$ cat src/common/main_mem_defines.svh
`ifndef MAIN_MEM_DEFINES_SVH
`define MAIN_MEM_DEFINES_SVH

////////////////////////////////////////
// bank geometry
////////////////////////////////////////
`define MM_BANKS      8     // banks side by side
`define MM_DEPTH      512   // entries per bank
`define MM_ENTRY_W    9
`define MM_DATA_W     64
`define MM_BYTES      8     // byte enables per word
`define MM_LANE_W     16    // one matrix element
`define MM_INDEX_W    14    // logical index from the ports
`define MM_B_ENTRIES  336   // B matrix depth in every bank

////////////////////////////////////////
// region offsets, in bank entries
////////////////////////////////////////
`define MM_OFF_B          9'd0
`define MM_OFF_SS_STATE   9'd420
`define MM_OFF_RNG_STATE  9'd426
`define MM_OFF_SALT       9'd427
`define MM_OFF_SEED_SE    9'd428
`define MM_OFF_PKH        9'd429
`define MM_OFF_K          9'd431

////////////////////////////////////////
// cells per region, one 64-bit word each
////////////////////////////////////////
`define MM_CNT_SS_STATE   25
`define MM_CNT_RNG_STATE  8
`define MM_CNT_SALT       8
`define MM_CNT_SEED_SE    8
`define MM_CNT_PKH        4
`define MM_CNT_K          4

// latch plus output register in each bank
`define MM_RD_LATENCY     2

`endif

$ cat src/common/main_mem_pkg.sv
`default_nettype none

package main_mem_pkg;

  // access view selected per port and per request
  typedef enum logic [2:0] {
    CMD_B_ROW     = 3'd0, // 64-bit word, one bank
    CMD_B_COL     = 3'd1, // four 16-bit lanes, half of the banks
    CMD_SS_STATE  = 3'd2,
    CMD_RNG_STATE = 3'd3,
    CMD_SALT      = 3'd4,
    CMD_SEED_SE   = 3'd5,
    CMD_PKH       = 3'd6,
    CMD_K         = 3'd7  // last of the single cell regions
  } mm_cmd_e;

endpackage

`default_nettype wire

$ cat src/source/main_mem_addr_map.sv
`timescale 1ns/1ps
`default_nettype none

`include "main_mem_defines.svh"

module main_mem_addr_map (
  input  wire  main_mem_pkg::mm_cmd_e   i_cmd,
  input  wire  [`MM_INDEX_W-1:0]        i_index,
  output logic [`MM_ENTRY_W-1:0]        o_entry,
  output logic [`MM_BANKS-1:0]          o_bank_en,
  output logic [`MM_BYTES-1:0]          o_byte_en,
  output logic                          o_half,
  output logic [1:0]                    o_lane
);

  logic [`MM_ENTRY_W-1:0] offset;

  // column view fields, meaningful for CMD_B_COL only
  assign o_half = i_index[0];
  assign o_lane = i_index[2:1];

  always_comb begin
    case (i_cmd)
      main_mem_pkg::CMD_SS_STATE:  offset = `MM_OFF_SS_STATE;
      main_mem_pkg::CMD_RNG_STATE: offset = `MM_OFF_RNG_STATE;
      main_mem_pkg::CMD_SALT:      offset = `MM_OFF_SALT;
      main_mem_pkg::CMD_SEED_SE:   offset = `MM_OFF_SEED_SE;
      main_mem_pkg::CMD_PKH:       offset = `MM_OFF_PKH;
      main_mem_pkg::CMD_K:         offset = `MM_OFF_K;
      default:                     offset = `MM_OFF_B; // both B views
    endcase
  end

  always_comb begin
    o_entry   = '0;
    o_bank_en = '0;
    o_byte_en = '1;
    case (i_cmd)
      main_mem_pkg::CMD_B_ROW: begin
        o_entry   = i_index[8:0] + offset;
        o_bank_en = 8'b1 << i_index[11:9]; // bank from the upper bits
      end
      main_mem_pkg::CMD_B_COL: begin
        o_entry   = i_index[11:3] + offset;
        o_bank_en = i_index[0] ? 8'hf0 : 8'h0f;
        o_byte_en = 8'b11 << {i_index[2:1], 1'b0}; // one 16-bit lane
      end
      default: begin
        // cells go round the banks first, then down the entries
        o_entry   = i_index[11:3] + offset;
        o_bank_en = 8'b1 << i_index[2:0];
      end
    endcase
  end

endmodule

`default_nettype wire

$ cat src/source/main_mem_index_step.sv
`timescale 1ns/1ps
`default_nettype none

`include "main_mem_defines.svh"

module main_mem_index_step (
  input  wire  main_mem_pkg::mm_cmd_e   i_cmd,
  input  wire  [`MM_INDEX_W-1:0]        i_index,
  output logic [`MM_INDEX_W-1:0]        o_index_next,
  output logic                          o_index_has_next
);

  logic [`MM_INDEX_W-1:0] last_index;
  logic                   row_wrap;

  // a B row ends early, the bank number then steps
  assign row_wrap = (i_cmd == main_mem_pkg::CMD_B_ROW) &&
                    (i_index[8:0] == 9'(`MM_B_ENTRIES - 1));

  always_comb begin
    if (row_wrap) begin
      o_index_next = {i_index[13:9] + 5'd1, 9'd0};
    end else begin
      o_index_next = i_index + 14'd1;
    end
  end

  always_comb begin
    case (i_cmd)
      main_mem_pkg::CMD_B_ROW:
        last_index = 14'((`MM_BANKS - 1) * `MM_DEPTH + `MM_B_ENTRIES - 1);
      main_mem_pkg::CMD_B_COL:
        last_index = 14'(`MM_B_ENTRIES * 8 - 1); // 2 halves x 4 lanes per entry
      main_mem_pkg::CMD_SS_STATE:  last_index = 14'(`MM_CNT_SS_STATE - 1);
      main_mem_pkg::CMD_RNG_STATE: last_index = 14'(`MM_CNT_RNG_STATE - 1);
      main_mem_pkg::CMD_SALT:      last_index = 14'(`MM_CNT_SALT - 1);
      main_mem_pkg::CMD_SEED_SE:   last_index = 14'(`MM_CNT_SEED_SE - 1);
      main_mem_pkg::CMD_PKH:       last_index = 14'(`MM_CNT_PKH - 1);
      default:                     last_index = 14'(`MM_CNT_K - 1);
    endcase
  end

  assign o_index_has_next = (i_index != last_index);

endmodule

`default_nettype wire

$ cat src/source/main_mem_write_port.sv
`timescale 1ns/1ps
`default_nettype none

`include "main_mem_defines.svh"

module main_mem_write_port (
  input  wire                                     i_wr_en,
  input  wire  main_mem_pkg::mm_cmd_e             i_wr_cmd,
  input  wire  [`MM_INDEX_W-1:0]                  i_wr_index,
  input  wire  [`MM_DATA_W-1:0]                   i_wr_data,
  output logic [`MM_INDEX_W-1:0]                  o_wr_index_next,
  output logic                                    o_wr_index_has_next,
  output logic [`MM_ENTRY_W-1:0]                  o_bank_entry,
  output logic [`MM_BANKS-1:0]                    o_bank_en,
  output logic [`MM_BYTES-1:0]                    o_byte_en,
  output logic [`MM_BANKS-1:0][`MM_DATA_W-1:0]    o_bank_data
);

  logic [`MM_BANKS-1:0] map_bank_en;

  main_mem_addr_map addr_map_inst (
    .i_cmd     (i_wr_cmd),
    .i_index   (i_wr_index),
    .o_entry   (o_bank_entry),
    .o_bank_en (map_bank_en),
    .o_byte_en (o_byte_en),
    .o_half    (),
    .o_lane    ()
  );

  main_mem_index_step index_step_inst (
    .i_cmd            (i_wr_cmd),
    .i_index          (i_wr_index),
    .o_index_next     (o_wr_index_next),
    .o_index_has_next (o_wr_index_has_next)
  );

  assign o_bank_en = map_bank_en & {`MM_BANKS{i_wr_en}};

  ////////////////////////////////////////
  // spread the word over the banks
  ////////////////////////////////////////
  always_comb begin
    for (int k = 0; k < `MM_BANKS; k++) begin
      if (i_wr_cmd == main_mem_pkg::CMD_B_COL) begin
        // element k%4 in every lane, byte enables pick the lane
        o_bank_data[k] = {4{i_wr_data[(k % 4)*`MM_LANE_W +: `MM_LANE_W]}};
      end else begin
        o_bank_data[k] = i_wr_data; // only the enabled bank stores it
      end
    end
  end

endmodule

`default_nettype wire

$ cat config.mk
export PLATFORM = sky130hd
export DESIGN_NAME = main_mem_write_port
export DESIGN_NICKNAME = d
export VERILOG_FILES = /design/src/common/main_mem_pkg.sv /design/src/source/main_mem_addr_map.sv /design/src/source/main_mem_index_step.sv /design/src/source/main_mem_write_port.sv
export VERILOG_INCLUDE_DIRS = /design/src /design/src/common
export SDC_FILE = /design/constraint.sdc
export NUM_CORES = 1
export LEC_CHECK = 0
export CAP_MARGIN = 10
export CORE_AREA = 2 2 247 249
export DETAILED_ROUTE_END_ITERATION = 12
export DIE_AREA = 0 0 249 251
export DONT_BUFFER_PORTS = 1
export PLACE_DENSITY_LB_ADDON = 0.1
export SETUP_SLACK_MARGIN = 0.15
export SLEW_MARGIN = 5
export SYNTH_ARGS = -nofsm -noshare
export SYNTH_HDL_FRONTEND = slang
export SYNTH_SLANG_ARGS = --single-unit
$ cat constraint.sdc
create_clock -name vclk -period 3.7
set_input_delay 0.555 -clock vclk [all_inputs]
set_output_delay 0.555 -clock vclk [all_outputs]
set_load 0.01 [all_outputs]
==> impl_metrics.env <==
export IMPL_cpMaxStageDelayCell="fa_1"
export IMPL_synth_distinct_cells=50
export IMPL_leakagePower_nw=1.56
export IMPL_syn_num_nets=924
export IMPL_cp_cell_sequence="nor3_4 -> buf_6 -> mux2_2 -> fa_1 -> a21o_1 -> a21o_1 -> a211o_1 -> a211oi_1 -> buf_4"
export IMPL_cp_slowest_stage_delay_ns=0.47
export IMPL_dieArea_mm2=0.0625
export IMPL_synth_top_area_share=0.484
export IMPL_post_route_period_util=0.920
export IMPL_ys_seq_area_frac=0
export IMPL_finalWirelength_um=29300
export IMPL_arrival_ns=2.85
export IMPL_syn_area_per_cell_um2=6.04
export IMPL_cpMostUsedCell="a21o_1"
export IMPL_insertedDiodeCount=0
export IMPL_overflow=0
export IMPL_post_route_util=0.0582
export IMPL_hpwl_um=24700
export IMPL_num_rows=90
export IMPL_cp_start_kind="input pin"
export IMPL_rsz0062_at_grt="no"
export IMPL_max_vdd_ir_drop_v=0.0000370
export IMPL_ff_latch_area_um2=0
export IMPL_worstPathRequired_ns=3.14
export IMPL_min_from="i_wr_data[32]"
export IMPL_finalCriticalPeriod_ns=3.40
export IMPL_gp_congestion=0.737
export IMPL_status="completed"
export IMPL_ios=634
export IMPL_finalHoldViolCount=0
export IMPL_crit_buf_inv=2
export IMPL_grt_max_degree=79
export IMPL_die_h_um=251
export IMPL_die_x_um=249
export IMPL_fmax_mhz=294
export IMPL_crit_family="compound AO/OA/AOI/OAI gates"
export IMPL_p_per_area_mw_per_mm2=187
export IMPL_wl_per_cell_um=23.2
export IMPL_seq_cell_count=0
export IMPL_areaGrowthSynthToFinish_pct=-30.8
export IMPL_synth_top_area_cell="buf_4"
export IMPL_synth_most_common_cell="buf_4"
export IMPL_first_pass_iters=5
export IMPL_n_clock_buffer=0
export IMPL_antenna_found_initial=0
export IMPL_setup_viol_count_final=0
export IMPL_fin_tns_setup_ns=0
export IMPL_worstMarginPinSlew_ns=0.608
export IMPL_finalMaxSlewViolations=0
export IMPL_hold_path_depth=0
export IMPL_hold_path_end="o_bank_data[160]"
export IMPL_grt_usage=0.0847
export IMPL_synth_area_mm2=0.00503
export IMPL_min_path_type="input pin to output port"
export IMPL_max_slew_margin=0.594
export IMPL_yosys_top_cells_area="buf_4 48%, nand2_1 20%, nand3_1 6.9%, ha_1 2.0%, mux2_2 1.8%"
export IMPL_layout_drive_gt1_share=0.0439
export IMPL_grt_pass1_vias=3968
export IMPL_drc_errors=0
export IMPL_grt_pass1_wl_um=37700
export IMPL_vias=4177
export IMPL_ys_warn_count=0
export IMPL_ys_top_cells_by_count="324 x buf_4, 267 x nand2_1, 69 x nand3_1"
export IMPL_critical_path_class="input pin to output port"
export IMPL_ant_nets=0
export IMPL_start_util=0.0841
export IMPL_fin_nets=571
export IMPL_drtIter0Drc=342
export IMPL_portBuffers=0
export IMPL_cp_max_fo=78
export IMPL_end_kind="output port"
export IMPL_vias_per_cell=3.32
export IMPL_maxCapViolCount=0
export IMPL_syn_inst=833
export IMPL_core_area_mm2=0.0598
export IMPL_num_fill_cells=7169
-- cell usage in the layout (no fill, tap or decap), types with 2 or more instances in the layout --
| cell type | netlist | layout |
|---|---|---|
| o21ai_0 | 4 | 4 |
| nor4b_1 | 2 | 2 |
| and3_1 | 3 | 3 |
| nor4_1 | 3 | 3 |
| nor2b_1 | 8 | 8 |
| nor3_1 | 2 | 2 |
| a32oi_1 | 2 | 2 |
| nand2_1 | 267 | 267 |
| xor2_1 | 9 | 9 |
| mux2i_1 | 5 | 5 |
| a32o_1 | 2 | 2 |
| buf_12 | 0 | 2 |
| inv_1 | 6 | 6 |
| buf_4 | 324 | 3 |
| nor2_1 | 12 | 12 |
| o21a_1 | 7 | 7 |
| o21bai_1 | 2 | 2 |
| mux2_2 | 8 | 8 |
| and4_1 | 3 | 3 |
| nand4_1 | 3 | 3 |
| o2111ai_1 | 2 | 2 |
| a21oi_1 | 6 | 6 |
| nand3_1 | 69 | 69 |
| a21boi_0 | 2 | 2 |
| ha_1 | 8 | 8 |
| xnor2_1 | 9 | 9 |
| a21o_1 | 6 | 6 |
| a211oi_1 | 3 | 3 |
-- per-layer routing --
metal,global-route usage,vias up,routed length [um]
met4,0.0230,0,913
met1,0.0862,2037,9970
met3,0.0310,42,3240
met5,0,-,0
met2,0.162,436,15100
li1,-,1662,-
-- final cells by class --
type / instances / area [um2] / area share
timing repair buffer: 6 / 73.8 / 0.0212
inverter: 6 / 22.5 / 0.00647
multi-input combinational: 466 / 2400 / 0.691
tap: 782 / 978 / 0.281
-- metrics by stage --
step	area [um2]	std cells	worst slack, ns	hold slack, ns	total power [mW]
finish	3480	1260	0.298	1.11	0.652
global route	3480	1260	0.181	1.11	0.694
detailed placement	3470	1260	0.257	1.11	0.650
CTS	3470	1260	0.248	1.11	0.652
global placement	3470	1260	0.213	1.11	0.657
floorplan	5030	833	0.245	1.19	0.846
-- worst max path at each step --
stage	startpoint	end	slack, ns	depth (start not counted)
after floorplan	i_wr_cmd[0]	o_bank_entry[8]	0.24	10
after global placement	i_wr_cmd[0]	o_bank_entry[8]	0.21	9
after detailed placement	i_wr_cmd[0]	o_bank_entry[8]	0.26	9
after CTS	i_wr_cmd[0]	o_bank_entry[8]	0.25	9
after global routing	i_wr_cmd[0]	o_bank_entry[8]	0.18	9
final	i_wr_cmd[0]	o_bank_entry[8]	0.30	9
-- power breakdown --
part | internal, mW | switching [mW]
clock | 0 | 0
combinational | 0.114 | 0.538
sequential | 0 | 0
-- logic make-up (layout without fill, tap and decap cells) --
logic type / Yosys count / count (layout) / share of synthesized area
muxes: 13 / 13 / 0.0279
AOI/OAI and AO/OA: 47 / 47 / 0.0714
buffers and inverters: 367 / 12 / 0.523
adders and majority gates: 9 / 9 / 0.0239
xor gates and xnor gates: 18 / 18 / 0.0314
and+or+nand+nor: 379 / 379 / 0.323
-- repair_timing --
| action | 4_1_cts | 5_1_grt |
|---|---|---|
| setup endpoints to repair | 0 | 1 |
| hold buffers | 0 | 0 |
| buffers inserted | 0 | 0 |
| resized for setup | 0 | 2 |
Note: power is estimated with default switching activity, not from simulation.
