===== config.mk =====
export PLATFORM = sky130hd
export DESIGN_NAME = main_mem_read_port
export DESIGN_NICKNAME = d
export VERILOG_FILES = /design/src/common/main_mem_pkg.sv /design/src/source/main_mem_addr_map.sv /design/src/source/main_mem_index_step.sv /design/src/source/main_mem_read_port.sv
export VERILOG_INCLUDE_DIRS = /design/src /design/src/common
export SDC_FILE = /design/constraint.sdc
export NUM_CORES = 1
export LEC_CHECK = 0
export ABC_CLOCK_PERIOD_IN_PS = 4330
export BUFFER_PORTS_ARGS = -buffer_cell sky130_fd_sc_hd__buf_2
export CAP_MARGIN = 25
export CORE_AREA = 3 3 248 250
export CTS_CLUSTER_SIZE = 12
export DETAILED_ROUTE_END_ITERATION = 6
export DIE_AREA = 0 0 251 253
export SYNTH_ARGS = -nofsm -noshare
export SYNTH_HDL_FRONTEND = slang
export SYNTH_HIERARCHICAL = 1
export SYNTH_SLANG_ARGS = --single-unit

===== constraint.sdc =====
create_clock -name clk -period 4.33 [get_ports clk]
set_input_delay 0.6495 -clock clk [delete_from_list [all_inputs] [get_ports clk]]
set_output_delay 0.6495 -clock clk [all_outputs]
set_load 0.02 [all_outputs]

===== src/common/main_mem_defines.svh =====
`ifndef MAIN_MEM_DEFINES_SVH
`define MAIN_MEM_DEFINES_SVH

////////////////////////////////////////
// bank geometry
////////////////////////////////////////
`define MM_BANKS      8     // banks side by side
`define MM_DEPTH      512   // entries per bank
`define MM_ENTRY_W    9
`define MM_DATA_W     64
`define MM_BYTES      8     // byte enables per word
`define MM_LANE_W     16    // one matrix element
`define MM_INDEX_W    14    // logical index from the ports
`define MM_B_ENTRIES  336   // B matrix depth in every bank

////////////////////////////////////////
// region offsets, in bank entries
////////////////////////////////////////
`define MM_OFF_B          9'd0
`define MM_OFF_SS_STATE   9'd420
`define MM_OFF_RNG_STATE  9'd426
`define MM_OFF_SALT       9'd427
`define MM_OFF_SEED_SE    9'd428
`define MM_OFF_PKH        9'd429
`define MM_OFF_K          9'd431

////////////////////////////////////////
// cells per region, one 64-bit word each
////////////////////////////////////////
`define MM_CNT_SS_STATE   25
`define MM_CNT_RNG_STATE  8
`define MM_CNT_SALT       8
`define MM_CNT_SEED_SE    8
`define MM_CNT_PKH        4
`define MM_CNT_K          4

// latch plus output register in each bank
`define MM_RD_LATENCY     2

`endif


===== src/common/main_mem_pkg.sv =====
`default_nettype none

package main_mem_pkg;

  // access view selected per port and per request
  typedef enum logic [2:0] {
    CMD_B_ROW     = 3'd0, // 64-bit word, one bank
    CMD_B_COL     = 3'd1, // four 16-bit lanes, half of the banks
    CMD_SS_STATE  = 3'd2,
    CMD_RNG_STATE = 3'd3,
    CMD_SALT      = 3'd4,
    CMD_SEED_SE   = 3'd5,
    CMD_PKH       = 3'd6,
    CMD_K         = 3'd7  // last of the single cell regions
  } mm_cmd_e;

endpackage

`default_nettype wire


===== src/source/main_mem_addr_map.sv =====
`timescale 1ns/1ps
`default_nettype none

`include "main_mem_defines.svh"

module main_mem_addr_map (
  input  wire  main_mem_pkg::mm_cmd_e   i_cmd,
  input  wire  [`MM_INDEX_W-1:0]        i_index,
  output logic [`MM_ENTRY_W-1:0]        o_entry,
  output logic [`MM_BANKS-1:0]          o_bank_en,
  output logic [`MM_BYTES-1:0]          o_byte_en,
  output logic                          o_half,
  output logic [1:0]                    o_lane
);

  logic [`MM_ENTRY_W-1:0] offset;

  // column view fields, meaningful for CMD_B_COL only
  assign o_half = i_index[0];
  assign o_lane = i_index[2:1];

  always_comb begin
    case (i_cmd)
      main_mem_pkg::CMD_SS_STATE:  offset = `MM_OFF_SS_STATE;
      main_mem_pkg::CMD_RNG_STATE: offset = `MM_OFF_RNG_STATE;
      main_mem_pkg::CMD_SALT:      offset = `MM_OFF_SALT;
      main_mem_pkg::CMD_SEED_SE:   offset = `MM_OFF_SEED_SE;
      main_mem_pkg::CMD_PKH:       offset = `MM_OFF_PKH;
      main_mem_pkg::CMD_K:         offset = `MM_OFF_K;
      default:                     offset = `MM_OFF_B; // both B views
    endcase
  end

  always_comb begin
    o_entry   = '0;
    o_bank_en = '0;
    o_byte_en = '1;
    case (i_cmd)
      main_mem_pkg::CMD_B_ROW: begin
        o_entry   = i_index[8:0] + offset;
        o_bank_en = 8'b1 << i_index[11:9]; // bank from the upper bits
      end
      main_mem_pkg::CMD_B_COL: begin
        o_entry   = i_index[11:3] + offset;
        o_bank_en = i_index[0] ? 8'hf0 : 8'h0f;
        o_byte_en = 8'b11 << {i_index[2:1], 1'b0}; // one 16-bit lane
      end
      default: begin
        // cells go round the banks first, then down the entries
        o_entry   = i_index[11:3] + offset;
        o_bank_en = 8'b1 << i_index[2:0];
      end
    endcase
  end

endmodule

`default_nettype wire


===== src/source/main_mem_index_step.sv =====
`timescale 1ns/1ps
`default_nettype none

`include "main_mem_defines.svh"

module main_mem_index_step (
  input  wire  main_mem_pkg::mm_cmd_e   i_cmd,
  input  wire  [`MM_INDEX_W-1:0]        i_index,
  output logic [`MM_INDEX_W-1:0]        o_index_next,
  output logic                          o_index_has_next
);

  logic [`MM_INDEX_W-1:0] last_index;
  logic                   row_wrap;

  // a B row ends early, the bank number then steps
  assign row_wrap = (i_cmd == main_mem_pkg::CMD_B_ROW) &&
                    (i_index[8:0] == 9'(`MM_B_ENTRIES - 1));

  always_comb begin
    if (row_wrap) begin
      o_index_next = {i_index[13:9] + 5'd1, 9'd0};
    end else begin
      o_index_next = i_index + 14'd1;
    end
  end

  always_comb begin
    case (i_cmd)
      main_mem_pkg::CMD_B_ROW:
        last_index = 14'((`MM_BANKS - 1) * `MM_DEPTH + `MM_B_ENTRIES - 1);
      main_mem_pkg::CMD_B_COL:
        last_index = 14'(`MM_B_ENTRIES * 8 - 1); // 2 halves x 4 lanes per entry
      main_mem_pkg::CMD_SS_STATE:  last_index = 14'(`MM_CNT_SS_STATE - 1);
      main_mem_pkg::CMD_RNG_STATE: last_index = 14'(`MM_CNT_RNG_STATE - 1);
      main_mem_pkg::CMD_SALT:      last_index = 14'(`MM_CNT_SALT - 1);
      main_mem_pkg::CMD_SEED_SE:   last_index = 14'(`MM_CNT_SEED_SE - 1);
      main_mem_pkg::CMD_PKH:       last_index = 14'(`MM_CNT_PKH - 1);
      default:                     last_index = 14'(`MM_CNT_K - 1);
    endcase
  end

  assign o_index_has_next = (i_index != last_index);

endmodule

`default_nettype wire


===== src/source/main_mem_read_port.sv =====
`timescale 1ns/1ps
`default_nettype none

`include "main_mem_defines.svh"

module main_mem_read_port (
  input  wire                                     clk,
  input  wire                                     i_rst_n,
  input  wire                                     i_rd_en,
  input  wire  main_mem_pkg::mm_cmd_e             i_rd_cmd,
  input  wire  [`MM_INDEX_W-1:0]                  i_rd_index,
  output logic [`MM_INDEX_W-1:0]                  o_rd_index_next,
  output logic                                    o_rd_index_has_next,
  output logic [`MM_DATA_W-1:0]                   o_rd_data,
  output logic [`MM_ENTRY_W-1:0]                  o_bank_entry,
  output logic [`MM_BANKS-1:0]                    o_bank_en,
  output logic [`MM_BYTES-1:0]                    o_byte_en,
  input  wire  [`MM_BANKS-1:0][`MM_DATA_W-1:0]    i_bank_data
);

  logic [`MM_BANKS-1:0]  map_bank_en;
  logic                  map_half;
  logic [1:0]            map_lane;
  main_mem_pkg::mm_cmd_e cmd_q  [0:`MM_RD_LATENCY-1];
  logic                  half_q [0:`MM_RD_LATENCY-1];
  logic [1:0]            lane_q [0:`MM_RD_LATENCY-1];
  logic [`MM_DATA_W-1:0] row_word;
  logic [`MM_DATA_W-1:0] col_word;

  main_mem_addr_map addr_map_inst (
    .i_cmd     (i_rd_cmd),
    .i_index   (i_rd_index),
    .o_entry   (o_bank_entry),
    .o_bank_en (map_bank_en),
    .o_byte_en (o_byte_en),
    .o_half    (map_half),
    .o_lane    (map_lane)
  );

  main_mem_index_step index_step_inst (
    .i_cmd            (i_rd_cmd),
    .i_index          (i_rd_index),
    .o_index_next     (o_rd_index_next),
    .o_index_has_next (o_rd_index_has_next)
  );

  assign o_bank_en = map_bank_en & {`MM_BANKS{i_rd_en}};

  // view of each read in flight
  always_ff @(posedge clk) begin
    if (!i_rst_n) begin
      for (int s = 0; s < `MM_RD_LATENCY; s++) begin
        cmd_q[s]  <= main_mem_pkg::CMD_B_ROW;
        half_q[s] <= 1'b0;
        lane_q[s] <= 2'd0;
      end
    end else begin
      cmd_q[0]  <= i_rd_cmd;
      half_q[0] <= map_half;
      lane_q[0] <= map_lane;
      for (int s = 1; s < `MM_RD_LATENCY; s++) begin
        cmd_q[s]  <= cmd_q[s-1];
        half_q[s] <= half_q[s-1];
        lane_q[s] <= lane_q[s-1];
      end
    end
  end

  ////////////////////////////////////////
  // merge the banks
  ////////////////////////////////////////
  always_comb begin
    row_word = '0;
    for (int k = 0; k < `MM_BANKS; k++) begin
      row_word = row_word | i_bank_data[k]; // unused banks are already zero
    end
  end

  always_comb begin
    for (int i = 0; i < 4; i++) begin
      col_word[i*`MM_LANE_W +: `MM_LANE_W] =
        i_bank_data[{half_q[`MM_RD_LATENCY-1], 2'(i)}]
                   [lane_q[`MM_RD_LATENCY-1]*`MM_LANE_W +: `MM_LANE_W];
    end
  end

  assign o_rd_data = (cmd_q[`MM_RD_LATENCY-1] == main_mem_pkg::CMD_B_COL) ? col_word : row_word;

endmodule

`default_nettype wire


==> results of run 1 <==
-- layout by cell type (no fill, tap or decap), types with 11 or more instances in the layout --
master / instances
nand2_1: 33
o21ai_0: 13
mux4_2: 113
buf_4: 23
o221a_1: 63
mux4_1: 15
nor4_1: 130
buf_2: 635
nand3_1: 71
diode_2: 20
xnor2_1: 11
and2_1: 21
nor2_1: 16
-- stage by stage --
step	util (%)	power, uW
2_1_floorplan	-	590
3_3_place_gp	18.2	1080
3_5_place_dp	18.2	1080
4_1_cts	18.4	1250
5_1_grt	18.4	1320
6_report	18.4	1260
-- cell families after synthesis --
logic type / synth area share (%)
AO/OA/AOI/OAI: 16.5
XOR/XNOR: 2.16
adder cells (fa/ha/maj): 1.75
flip-flops: 3.49
multiplexers: 43.4
buffers and inverters: 7.37
AND/OR/NAND/NOR: 25.3
-- layout make-up --
| cell class | instances | area share, % |
|---|---|---|
| Clock buffer | 4 | 0.721 |
| Inverter | 7 | 0.240 |
| Tap cell | 773 | 8.85 |
| Sequential cell | 12 | 2.27 |
| Multi-Input combinational cell | 584 | 56.3 |
| Timing Repair Buffer | 661 | 31.2 |
| Antenna cell | 20 | 0.458 |
-- synthesized netlist by cell type (7+ instances only) --
cell type / n / area share, %
mux4_2: 113 / 37
o21ai_0: 13 / 0.95
inv_1: 7 / 0.38
buf_12: 7 / 2.0
buf_2: 14 / 1.0
nand2_1: 34 / 1.9
nor2_1: 16 / 0.87
ha_1: 8 / 1.5
buf_6: 8 / 1.3
nor4_1: 130 / 12
and2_1: 21 / 1.9
dfxtp_1: 12 / 3.5
buf_4: 8 / 0.87
mux4_1: 15 / 5.7
nand3_1: 71 / 5.2
a21o_1: 7 / 0.76
clkbuf_1: 23 / 1.3
xnor2_1: 11 / 1.4
o221a_1: 63 / 10
a21oi_1: 7 / 0.51
-- layer usage --
metal,up-vias,GRT usage [%],wire (um)
li1,4249,-,-
met2,805,26.0,25300
met1,4971,19.0,20600
met5,-,0,138
met3,108,4.70,5900
met4,20,5.83,2090
-- power by group --
group / internal, uW / total (uW) / leakage (uW) / switching (uW)
clock: 123 / 167 / 0.0000383 / 43.9
sequential: 116 / 131 / 0.000101 / 15.3
combinational: 461 / 961 / 0.00410 / 500
-- registers in the layout, summed over array words and instances (netlist names) --
register,flops
half_q,2
lane_q,4
cmd_q,6
-- path summary, 6_finish.rpt --
check,from,to,slack [ns]
hold reg to reg,cmd_q[0][1],cmd_q[0][4],0.42
setup reg to reg,lane_q[0][1],lane_q[0][3],3.79
hold / removal,cmd_q[0][1],cmd_q[0][4],0.42
setup / recovery,i_rd_cmd[2],o_bank_entry[8],0.56
==> summary.txt, run 1 <==
Placement
  – Placer congestion estimate: 0.954
  – Placed inst area: approximately 11,000 um^2
  – Pre-CTS setup slack: 0.541 ns
  – Hpwl dp: 46,200 um
  – IO Port Bufs: roughly 640
  – Placed cells: about 2,000

Synthesis
  – Synth Instances: between 600 and 700
  – Seq/Total Area, Yosys: 3.49%
  – Async SR Flop Fraction: 0%
  – Cell area after synthesis: 6880 um^2
  – Main synth FF type: dfxtp_1
  – Yosys warns: 6
  – Net count after synthesis: ~1,200
  – Yosys cell types: 67
  – Post-synth EDFFs: 0
  – Avg Inst Size Synth: 10.3 um^2
  – #FFs+latches synth: 12

Routing
  – Routed WL per cell: approximately 26 um
  – ANT nets after route: 0
  – Drt drc: 0
  – Iteration count of the initial detailed-routing pass: 5
  – Drt total wl: roughly 54,000 um
  – Initial DRC count: 1,014
  – Routed vias: around 10,000
  – Via density: 4.93

Floorplanning
  – Die Height: 253 um
  – Die Area: 63,500 um^2
  – # IOs: 636
  – DIE WIDTH: around 250 um
  – Initial core utilization: 11.6%
  – FP Rows: 89
  – Core area: 59,200 um^2

Min path
  – Hold path cells: 1
  – Worst Hold Class: register to register

Clock network
  – CTS tree: built
  – CTS clk-pin slew, worst paths: 0.04 ns
  – CTS Hold Bufs: 0
  – Postcts setup bufs: 0
  – Clock buffer depth: 2
  – Worst skew pair latency: 0.24 ns
  – Clock root buffer: clkbuf_16
  – Post-cts resize count: 0
  – CTS Sinks: 12
  – Total CTS buffers: 3
  – H-tree lvl count: 1

STA
  – Setup ws final: 0.556 ns
  – Setup TNS: 0 ns
  – RSZ-0062 raised after global routing: no
  – Clock Skew: approximately 0.0021 ns
  – Final Critical Period: 3.77 ns
  – Relative slew slack: 27.4%
  – Final worst path period share: 87.2%
  – Endpoints failing setup: 0
  – Least-Margin Pin Slew: between 1 and 1.5 ns
  – Max Freq: approximately 0.26 GHz
  – Final Hold Vio Count: 0
  – WHS: between 0.4 and 0.5 ns
  – Final Max Tran Viols: 0

Layout
  – Multi-input gate area: 6150 um^2
  – Layout Area Growth over Synthesis: 58.9%
  – Filler cell count: 6,690
  – Final non-filler cell total: 2,061
  – Fin area: 10,900 um^2
  – Layout cells sized above 1: 62.9%
  – FF/Latch Area: approximately 250 um^2
  – Final nets: 1,810

Global route
  – Total GRT Usage: 15.6%
  – Overflow after GRT: 0
  – Vias in the first global route: ~10,000
  – Largest net degree at the start of global routing: 64
  – Antenna violations before repair: 39
  – First-pass GRT wire length: 73,000 um

Setup path
  – Startpoint types: primary input
  – Buf/Inv on CP: 2
  – CP Capture Type: output port
  – Worst path cell trace: buf_2 > or3_4 > nand2_1 > nand2_1 > ha_1 > fa_1 > a211o_1 > o211ai_1 > a211oi_1 > xor2_1 > buf_2
  – Slowest cell on the critical path: or3_4
  – Critical path's top delay family: adder cells
  – Critical path peak fanout: 20
  – Stages on worst setup path: 11
  – WP data required: 3.68 ns
  – Crit path kind: primary input to output port
  – Reg2reg path depth: 1
  – Slowest stage delay, CP: between 0.4 and 0.5 ns
  – Arrival @ worst endpoint: 3.12 ns

Pwr
  – Leakage dissipation: approximately 0.0042 uW
  – Pwr Density: 115 nW/um^2
  – Max VDD drop: 103 uV

Run
  – Max-cap violations: 0

Status
  – Status: finished, final reports clean
Note: power is estimated with default switching activity, not from simulation.
==> run 2: changes to the inputs <==
Settings changed: BUFFER_PORTS_ARGS -buffer_cell sky130_fd_sc_hd__buf_2 to -buffer_cell sky130_fd_sc_hd__buf_4.
==> summary.txt, run 2 (synthesized netlist as in run 1, its figures left out) <==
STA
  – Final Critical Period: 3.77 ns (about the same)
  – Final worst path period share: 87.0% (was 87.2%)
  – Relative slew slack: 28.3% (was 27.4%)
  – Least-Margin Pin Slew: 1.08 ns (was 1.09 ns)
  – Endpoints failing setup: 0 (unchanged)
  – RSZ-0062 raised after global routing: no (unchanged)
  – Final Hold Vio Count: 0 (unchanged)
  – Clock Skew: 0.00193 ns (was 0.00214 ns)
  – Max Freq: 0.266 GHz (was 0.265 GHz)
  – Setup ws final: 0.564 ns (was 0.556 ns)
  – Final Max Tran Viols: 0 (unchanged)
  – Setup TNS: 0 ns (unchanged)

Layout
  – Top flop regs: cmd_q (6), lane_q (4), half_q (2) (unchanged)
  – Most common cell after layout, fill and taps aside: buf_4 (was buf_2)
  – Final non-filler cell total: 2,039 (was 2,061)
  – Layout Area Growth over Synthesis: 80.6% (was 58.9%)
  – Filler cell count: 6,505 (was 6,690)
  – Max FFs per register: 6 (unchanged)
  – Largest Register: cmd_q (unchanged)
  – Most frequent cells in the layout: buf_4 (648), nor4_1 (130), mux4_2 (113) (was buf_2 (635), nor4_1 (130), mux4_2 (113))
  – Final nets: 1,800 (was 1,810)
  – Layout cells sized above 1: 62.6% (was 62.9%)

Routing
  – Initial DRC count: 808 (was 1,014)
  – Via density: 4.93 (about the same)
  – Routed WL per cell: 27.7 um (was 26.2 um)
  – Drt total wl: 56,500 um (was 54,100 um)
  – Drt drc: 0 (unchanged)
  – ANT nets after route: 0 (unchanged)
  – Routed vias: 10,100 (was 10,200)
  – Iteration count of the initial detailed-routing pass: 5 (unchanged)

Setup path
  – Reg2reg setup slack: 3.80 ns (was 3.79 ns)
  – Critical path peak fanout: 26 (was 20)
  – Reg-to-reg startpoint: cmd_q[0][0] (was lane_q[0][1])
  – Reg2reg path depth: 1 (unchanged)
  – Worst setup path start: i_rd_cmd[0] (was i_rd_cmd[2])
  – CP Capture Type: output port (unchanged)
  – Startpoint types: primary input (unchanged)
  – Arrival @ worst endpoint: 3.12 ns (about the same)
  – WP data required: 3.68 ns (about the same)
  – R2R Path End: cmd_q[0][3] (was lane_q[0][3])
  – Crit path kind: primary input to output port (unchanged)

Clock network
  – H-tree lvl count: 1 (unchanged)
  – CTS tree: built (unchanged)
  – CTS Sinks: 12 (unchanged)
  – Worst skew pair latency: 0.24 ns (about the same)
  – Post-cts resize count: 0 (unchanged)
  – Clock root buffer: clkbuf_16 (unchanged)
  – Clock buffer depth: 2 (unchanged)
  – CTS clk-pin slew, worst paths: 0.04 ns (about the same)
  – Postcts setup bufs: 0 (unchanged)
  – CTS Hold Bufs: 0 (unchanged)
  – Total CTS buffers: 3 (unchanged)

Floorplanning
  – Initial core utilization: 11.6% (unchanged)
  – # IOs: 636 (unchanged)
  – Core area: 59,200 um^2 (unchanged)
  – DIE WIDTH: 251 um (unchanged)
  – Die Height: 253 um (unchanged)
  – Die Area: 63,500 um^2 (unchanged)
  – FP Rows: 89 (unchanged)

Global route
  – First-pass GRT wire length: 77,000 um (was 73,000 um)
  – Largest net degree at the start of global routing: 65 (was 64)
  – Overflow after GRT: 0 (unchanged)
  – Gr busiest metal: met2 (unchanged)
  – Grt met3 use: 4.56% (was 4.70%)
  – Vias in the first global route: 10,400 (was 10,100)
  – Global routing met1 resource utilization: 19.5% (was 19.0%)
  – Antenna violations before repair: 17 (was 39)
  – Total GRT Usage: 16.4% (was 15.6%)
  – Met2 GRT Util: 28.9% (was 26.0%)

Min path
  – Hold path cells: 1 (unchanged)
  – Worst Hold Class: register to register (unchanged)
  – Hold EP: cmd_q[0][4] (unchanged)
  – Worst Hold Launch: cmd_q[0][1] (unchanged)

Placement
  – Placed cells: 2,027 (was 2,037)
  – IO Port Bufs: 635 (unchanged)
  – Placer congestion estimate: 0.989 (was 0.954)
  – Hpwl dp: 48,600 um (was 46,200 um)
  – Pre-CTS setup slack: 0.582 ns (was 0.541 ns)

Pwr
  – Pwr Density: 117 nW/um^2 (was 115 nW/um^2)
  – Total Power: 1450 uW (was 1260 uW)
  – Leakage dissipation: 0.00481 uW (was 0.00424 uW)
  – Max VDD drop: 136 uV (was 103 uV)

Run
  – Max-cap violations: 0 (unchanged)

Status
  – Status: finished, final reports clean (unchanged)
[run 2: power breakdown]
| group | total, uW | internal [uW] | leakage (uW) | switching (uW) |
|---|---|---|---|---|
| logic | 1140 | 622 | 0.00466 | 515 |
| clock network | 186 | 139 | 0.0000442 | 47.0 |
| registers | 129 | 116 | 0.000101 | 13.7 |
[run 2: layout make-up]
cell class              instances  area, um^2  area share, %
clock buffers                   4        88.8          0.715
flip-flops and latches         12         248           1.99
inverters                       7        26.3          0.212
well taps                     773         967           7.79
multi-input cells             584        6150           49.5
repair buffers                651        4920           39.6
diodes                          8        20.0          0.161
[run 2: how the worst max path moves through the flow]
| stage | to | slack [ns] | depth (start not counted) |
|---|---|---|---|
| after floorplan | o_bank_entry[8] | 0.76 | 11 |
| after global placement | o_bank_entry[8] | 0.55 | 11 |
| after detailed placement | o_bank_entry[8] | 0.58 | 11 |
| after CTS | o_bank_entry[8] | 0.57 | 11 |
| after global routing | o_bank_entry[8] | 0.36 | 11 |
| final | o_bank_entry[8] | 0.56 | 11 |
[run 2: worst max-delay path, stage by stage]
cell	delay [ns]
buf_4	0.20
or3_4	0.48
nand2_1	0.10
nand2_1	0.05
ha_1	0.21
fa_1	0.43
a211o_1	0.31
o211ai_1	0.08
a211oi_1	0.11
xor2_1	0.28
buf_4	0.20
[run 2: metal layers]
layer	up-vias	routed length (um)
li1	4209	-
met1	5000	21400
met2	757	27500
met3	83	5710
met4	8	1880
met5	-	53
[run 2: per-stage QoR]
stage	hold slack, ns	instance area (um^2)	util [%]
floorplan	0.406	6880	-
global placement	0.414	12300	20.8
detailed placement	0.410	12300	20.8
CTS	0.420	12400	20.9
global route	0.433	12400	21.0
finish	0.420	12400	21.0
==> run 3: changes to the inputs <==
Settings changed: CORE_AREA 3 3 248 250 to 3 3 250 252, DIE_AREA 0 0 251 253 to 0 0 253 255.
==> summary.txt, run 3 (synthesized netlist as in run 1, its figures left out) <==
Setup path
  – CP Capture Type: output port (unchanged)
  – Reg2reg path depth: 1 (unchanged)
  – Worst setup path start: i_rd_cmd[1] (was i_rd_cmd[0])
  – WP data required: 3.68 ns (about the same)
  – R2R Path End: lane_q[0][2] (was cmd_q[0][3])
  – Reg-to-reg startpoint: lane_q[0][0] (was cmd_q[0][0])
  – Arrival @ worst endpoint: 3.02 ns (was 3.12 ns)
  – Critical Path Sink: o_bank_entry[6] (was o_bank_entry[8])
  – Crit path kind: primary input to output port (unchanged)
  – Reg2reg setup slack: 3.80 ns (about the same)
  – Critical path peak fanout: 20 (was 26)
  – Startpoint types: primary input (unchanged)

Routing
  – WL met3: 6640 um (was 5710 um)
  – Drt drc: 0 (unchanged)
  – Met1 wire length: 20,500 um (was 21,400 um)
  – Iteration count of the initial detailed-routing pass: 5 (unchanged)
  – Metal2 WL: 28,100 um (was 27,500 um)
  – Top Metal Used: met5 (unchanged)
  – Drt total wl: 58,900 um (was 56,500 um)
  – Initial DRC count: 868 (was 808)
  – ANT nets after route: 0 (unchanged)
  – Routed WL per cell: 28.6 um (was 27.7 um)
  – Via density: 4.99 (was 4.93)
  – Routed vias: 10,300 (was 10,100)

Floorplanning
  – DIE WIDTH: 253 um (was 251 um)
  – # IOs: 636 (unchanged)
  – Initial core utilization: 11.4% (was 11.6%)
  – Die Area: 64,500 um^2 (was 63,500 um^2)
  – Core area: 60,400 um^2 (was 59,200 um^2)
  – Die Height: 255 um (was 253 um)
  – FP Rows: 90 (was 89)

Layout
  – Final non-filler cell total: 2,060 (was 2,039)
  – Most frequent cells in the layout: buf_4 (656), nor4_1 (130), mux4_2 (113) (was buf_4 (648), nor4_1 (130), mux4_2 (113))
  – Max FFs per register: 6 (unchanged)
  – Largest Register: cmd_q (unchanged)
  – Most common cell after layout, fill and taps aside: buf_4 (unchanged)
  – FF/Latch Area: 248 um^2 (unchanged)
  – Top flop regs: cmd_q (6), lane_q (4), half_q (2) (unchanged)
  – Final nets: 1,809 (was 1,800)
  – Filler cell count: 6,687 (was 6,505)
  – Layout Area Growth over Synthesis: 82.1% (was 80.6%)
  – Layout cells sized above 1: 62.9% (was 62.6%)
  – Multi-input gate area: 6150 um^2 (unchanged)

Clock network
  – Postcts setup bufs: 0 (unchanged)
  – Total CTS buffers: 3 (unchanged)
  – Worst skew pair latency: 0.23 ns (was 0.24 ns)
  – Clock buffer depth: 2 (unchanged)
  – H-tree lvl count: 1 (unchanged)
  – CTS tree: built (unchanged)
  – CTS Sinks: 12 (unchanged)
  – Post-cts resize count: 0 (unchanged)
  – CTS Hold Bufs: 0 (unchanged)
  – CTS clk-pin slew, worst paths: 0.04 ns (about the same)
  – Clock root buffer: clkbuf_16 (unchanged)

STA
  – Final Hold Vio Count: 0 (unchanged)
  – Endpoints failing setup: 0 (unchanged)
  – Setup TNS: 0 ns (unchanged)
  – Least-Margin Pin Slew: 1.02 ns (was 1.08 ns)
  – Relative slew slack: 31.9% (was 28.3%)
  – RSZ-0062 raised after global routing: no (unchanged)
  – Clock Skew: 0.00121 ns (was 0.00193 ns)
  – Final Max Tran Viols: 0 (unchanged)
  – Max Freq: 0.272 GHz (was 0.266 GHz)
  – Final Critical Period: 3.67 ns (was 3.77 ns)
  – Final worst path period share: 84.8% (was 87.0%)

Pwr
  – Combinational Power Share: 78.7% (was 78.3%)
  – Switching Fraction: 40.1% (was 39.6%)
  – Pwr Density: 118 nW/um^2 (was 117 nW/um^2)
  – Seq pwr share: 9.0% (was 8.9%)
  – Total Power: 1470 uW (was 1450 uW)
  – Leakage dissipation: 0.00486 uW (was 0.00481 uW)
  – P_sw: 590 uW (was 575 uW)
  – Clock power frac: 12.3% (was 12.8%)
  – Int Power: 883 uW (was 877 uW)
  – Max VDD drop: 115 uV (was 136 uV)

Global route
  – Vias in the first global route: 10,500 (was 10,400)
  – Largest net degree at the start of global routing: 65 (unchanged)
  – First-pass GRT wire length: 79,100 um (was 77,000 um)
  – Antenna violations before repair: 20 (was 17)
  – Overflow after GRT: 0 (unchanged)
  – Total GRT Usage: 16.9% (was 16.4%)

Placement
  – Hpwl dp: 50,600 um (was 48,600 um)
  – IO Port Bufs: 635 (unchanged)
  – Placed cells: 2,044 (was 2,027)
  – Placer congestion estimate: 0.997 (was 0.989)

Run
  – Max-cap violations: 0 (unchanged)

Status
  – Status: finished, final reports clean (unchanged)

Min path
  – Worst Hold Class: register to register (unchanged)
-- run 3: worst min-delay path by stage --
stage,from,end,slack (ns),cells past startpoint
detailed placement,cmd_q[0][1],cmd_q[0][4],0.42,1
CTS,cmd_q[0][1],cmd_q[0][4],0.43,1
floorplan,cmd_q[0][1],cmd_q[0][4],0.41,1
global route,half_q[0][0],half_q[0][1],0.44,1
global placement,lane_q[0][1],lane_q[0][3],0.41,1
finish,cmd_q[0][1],cmd_q[0][4],0.42,1
-- run 3: critical path, cell delays in order --
cell     delay [ns]
buf_4          0.18
or3_4          0.48
nand2_1        0.10
nand2_1        0.06
ha_1           0.21
fa_1           0.43
a21o_1         0.19
a21o_1         0.20
a31oi_1        0.20
xnor2_1        0.15
buf_4          0.17
-- run 3: final cells by class --
type                       instances  share of cell area (%)
multi-input combinational        584                    49.1
sequential                        12                    1.98
clock buffer                       4                   0.709
timing repair buffer             660                    40.0
inverter                           7                   0.210
tap                              782                    7.81
antenna                           11                   0.220
-- run 3: power by group through the flow --
stage	clock network [uW]	logic, uW	registers, uW
2_1_floorplan	0	470	119
6_report	182	1160	132
4_1_cts	186	1150	133
3_3_place_gp	0	1130	134
3_5_place_dp	0	1140	135
5_1_grt	191	1220	134
-- run 3: layer usage --
layer / global-route usage (%) / vias to the layer above
met5: 0 / -
met4: 8.86 / 6
met3: 5.65 / 155
met2: 29.1 / 854
met1: 18.5 / 5043
li1: - / 4227
-- run 3: metrics by stage --
stage,util [%],area [um^2],setup slack (ns),hold slack (ns)
floorplan,-,6880,0.758,0.406
global placement,20.5,12400,0.667,0.412
detailed placement,20.5,12400,0.678,0.416
CTS,20.7,12500,0.670,0.426
global route,20.7,12500,0.444,0.442
finish,20.7,12500,0.658,0.424
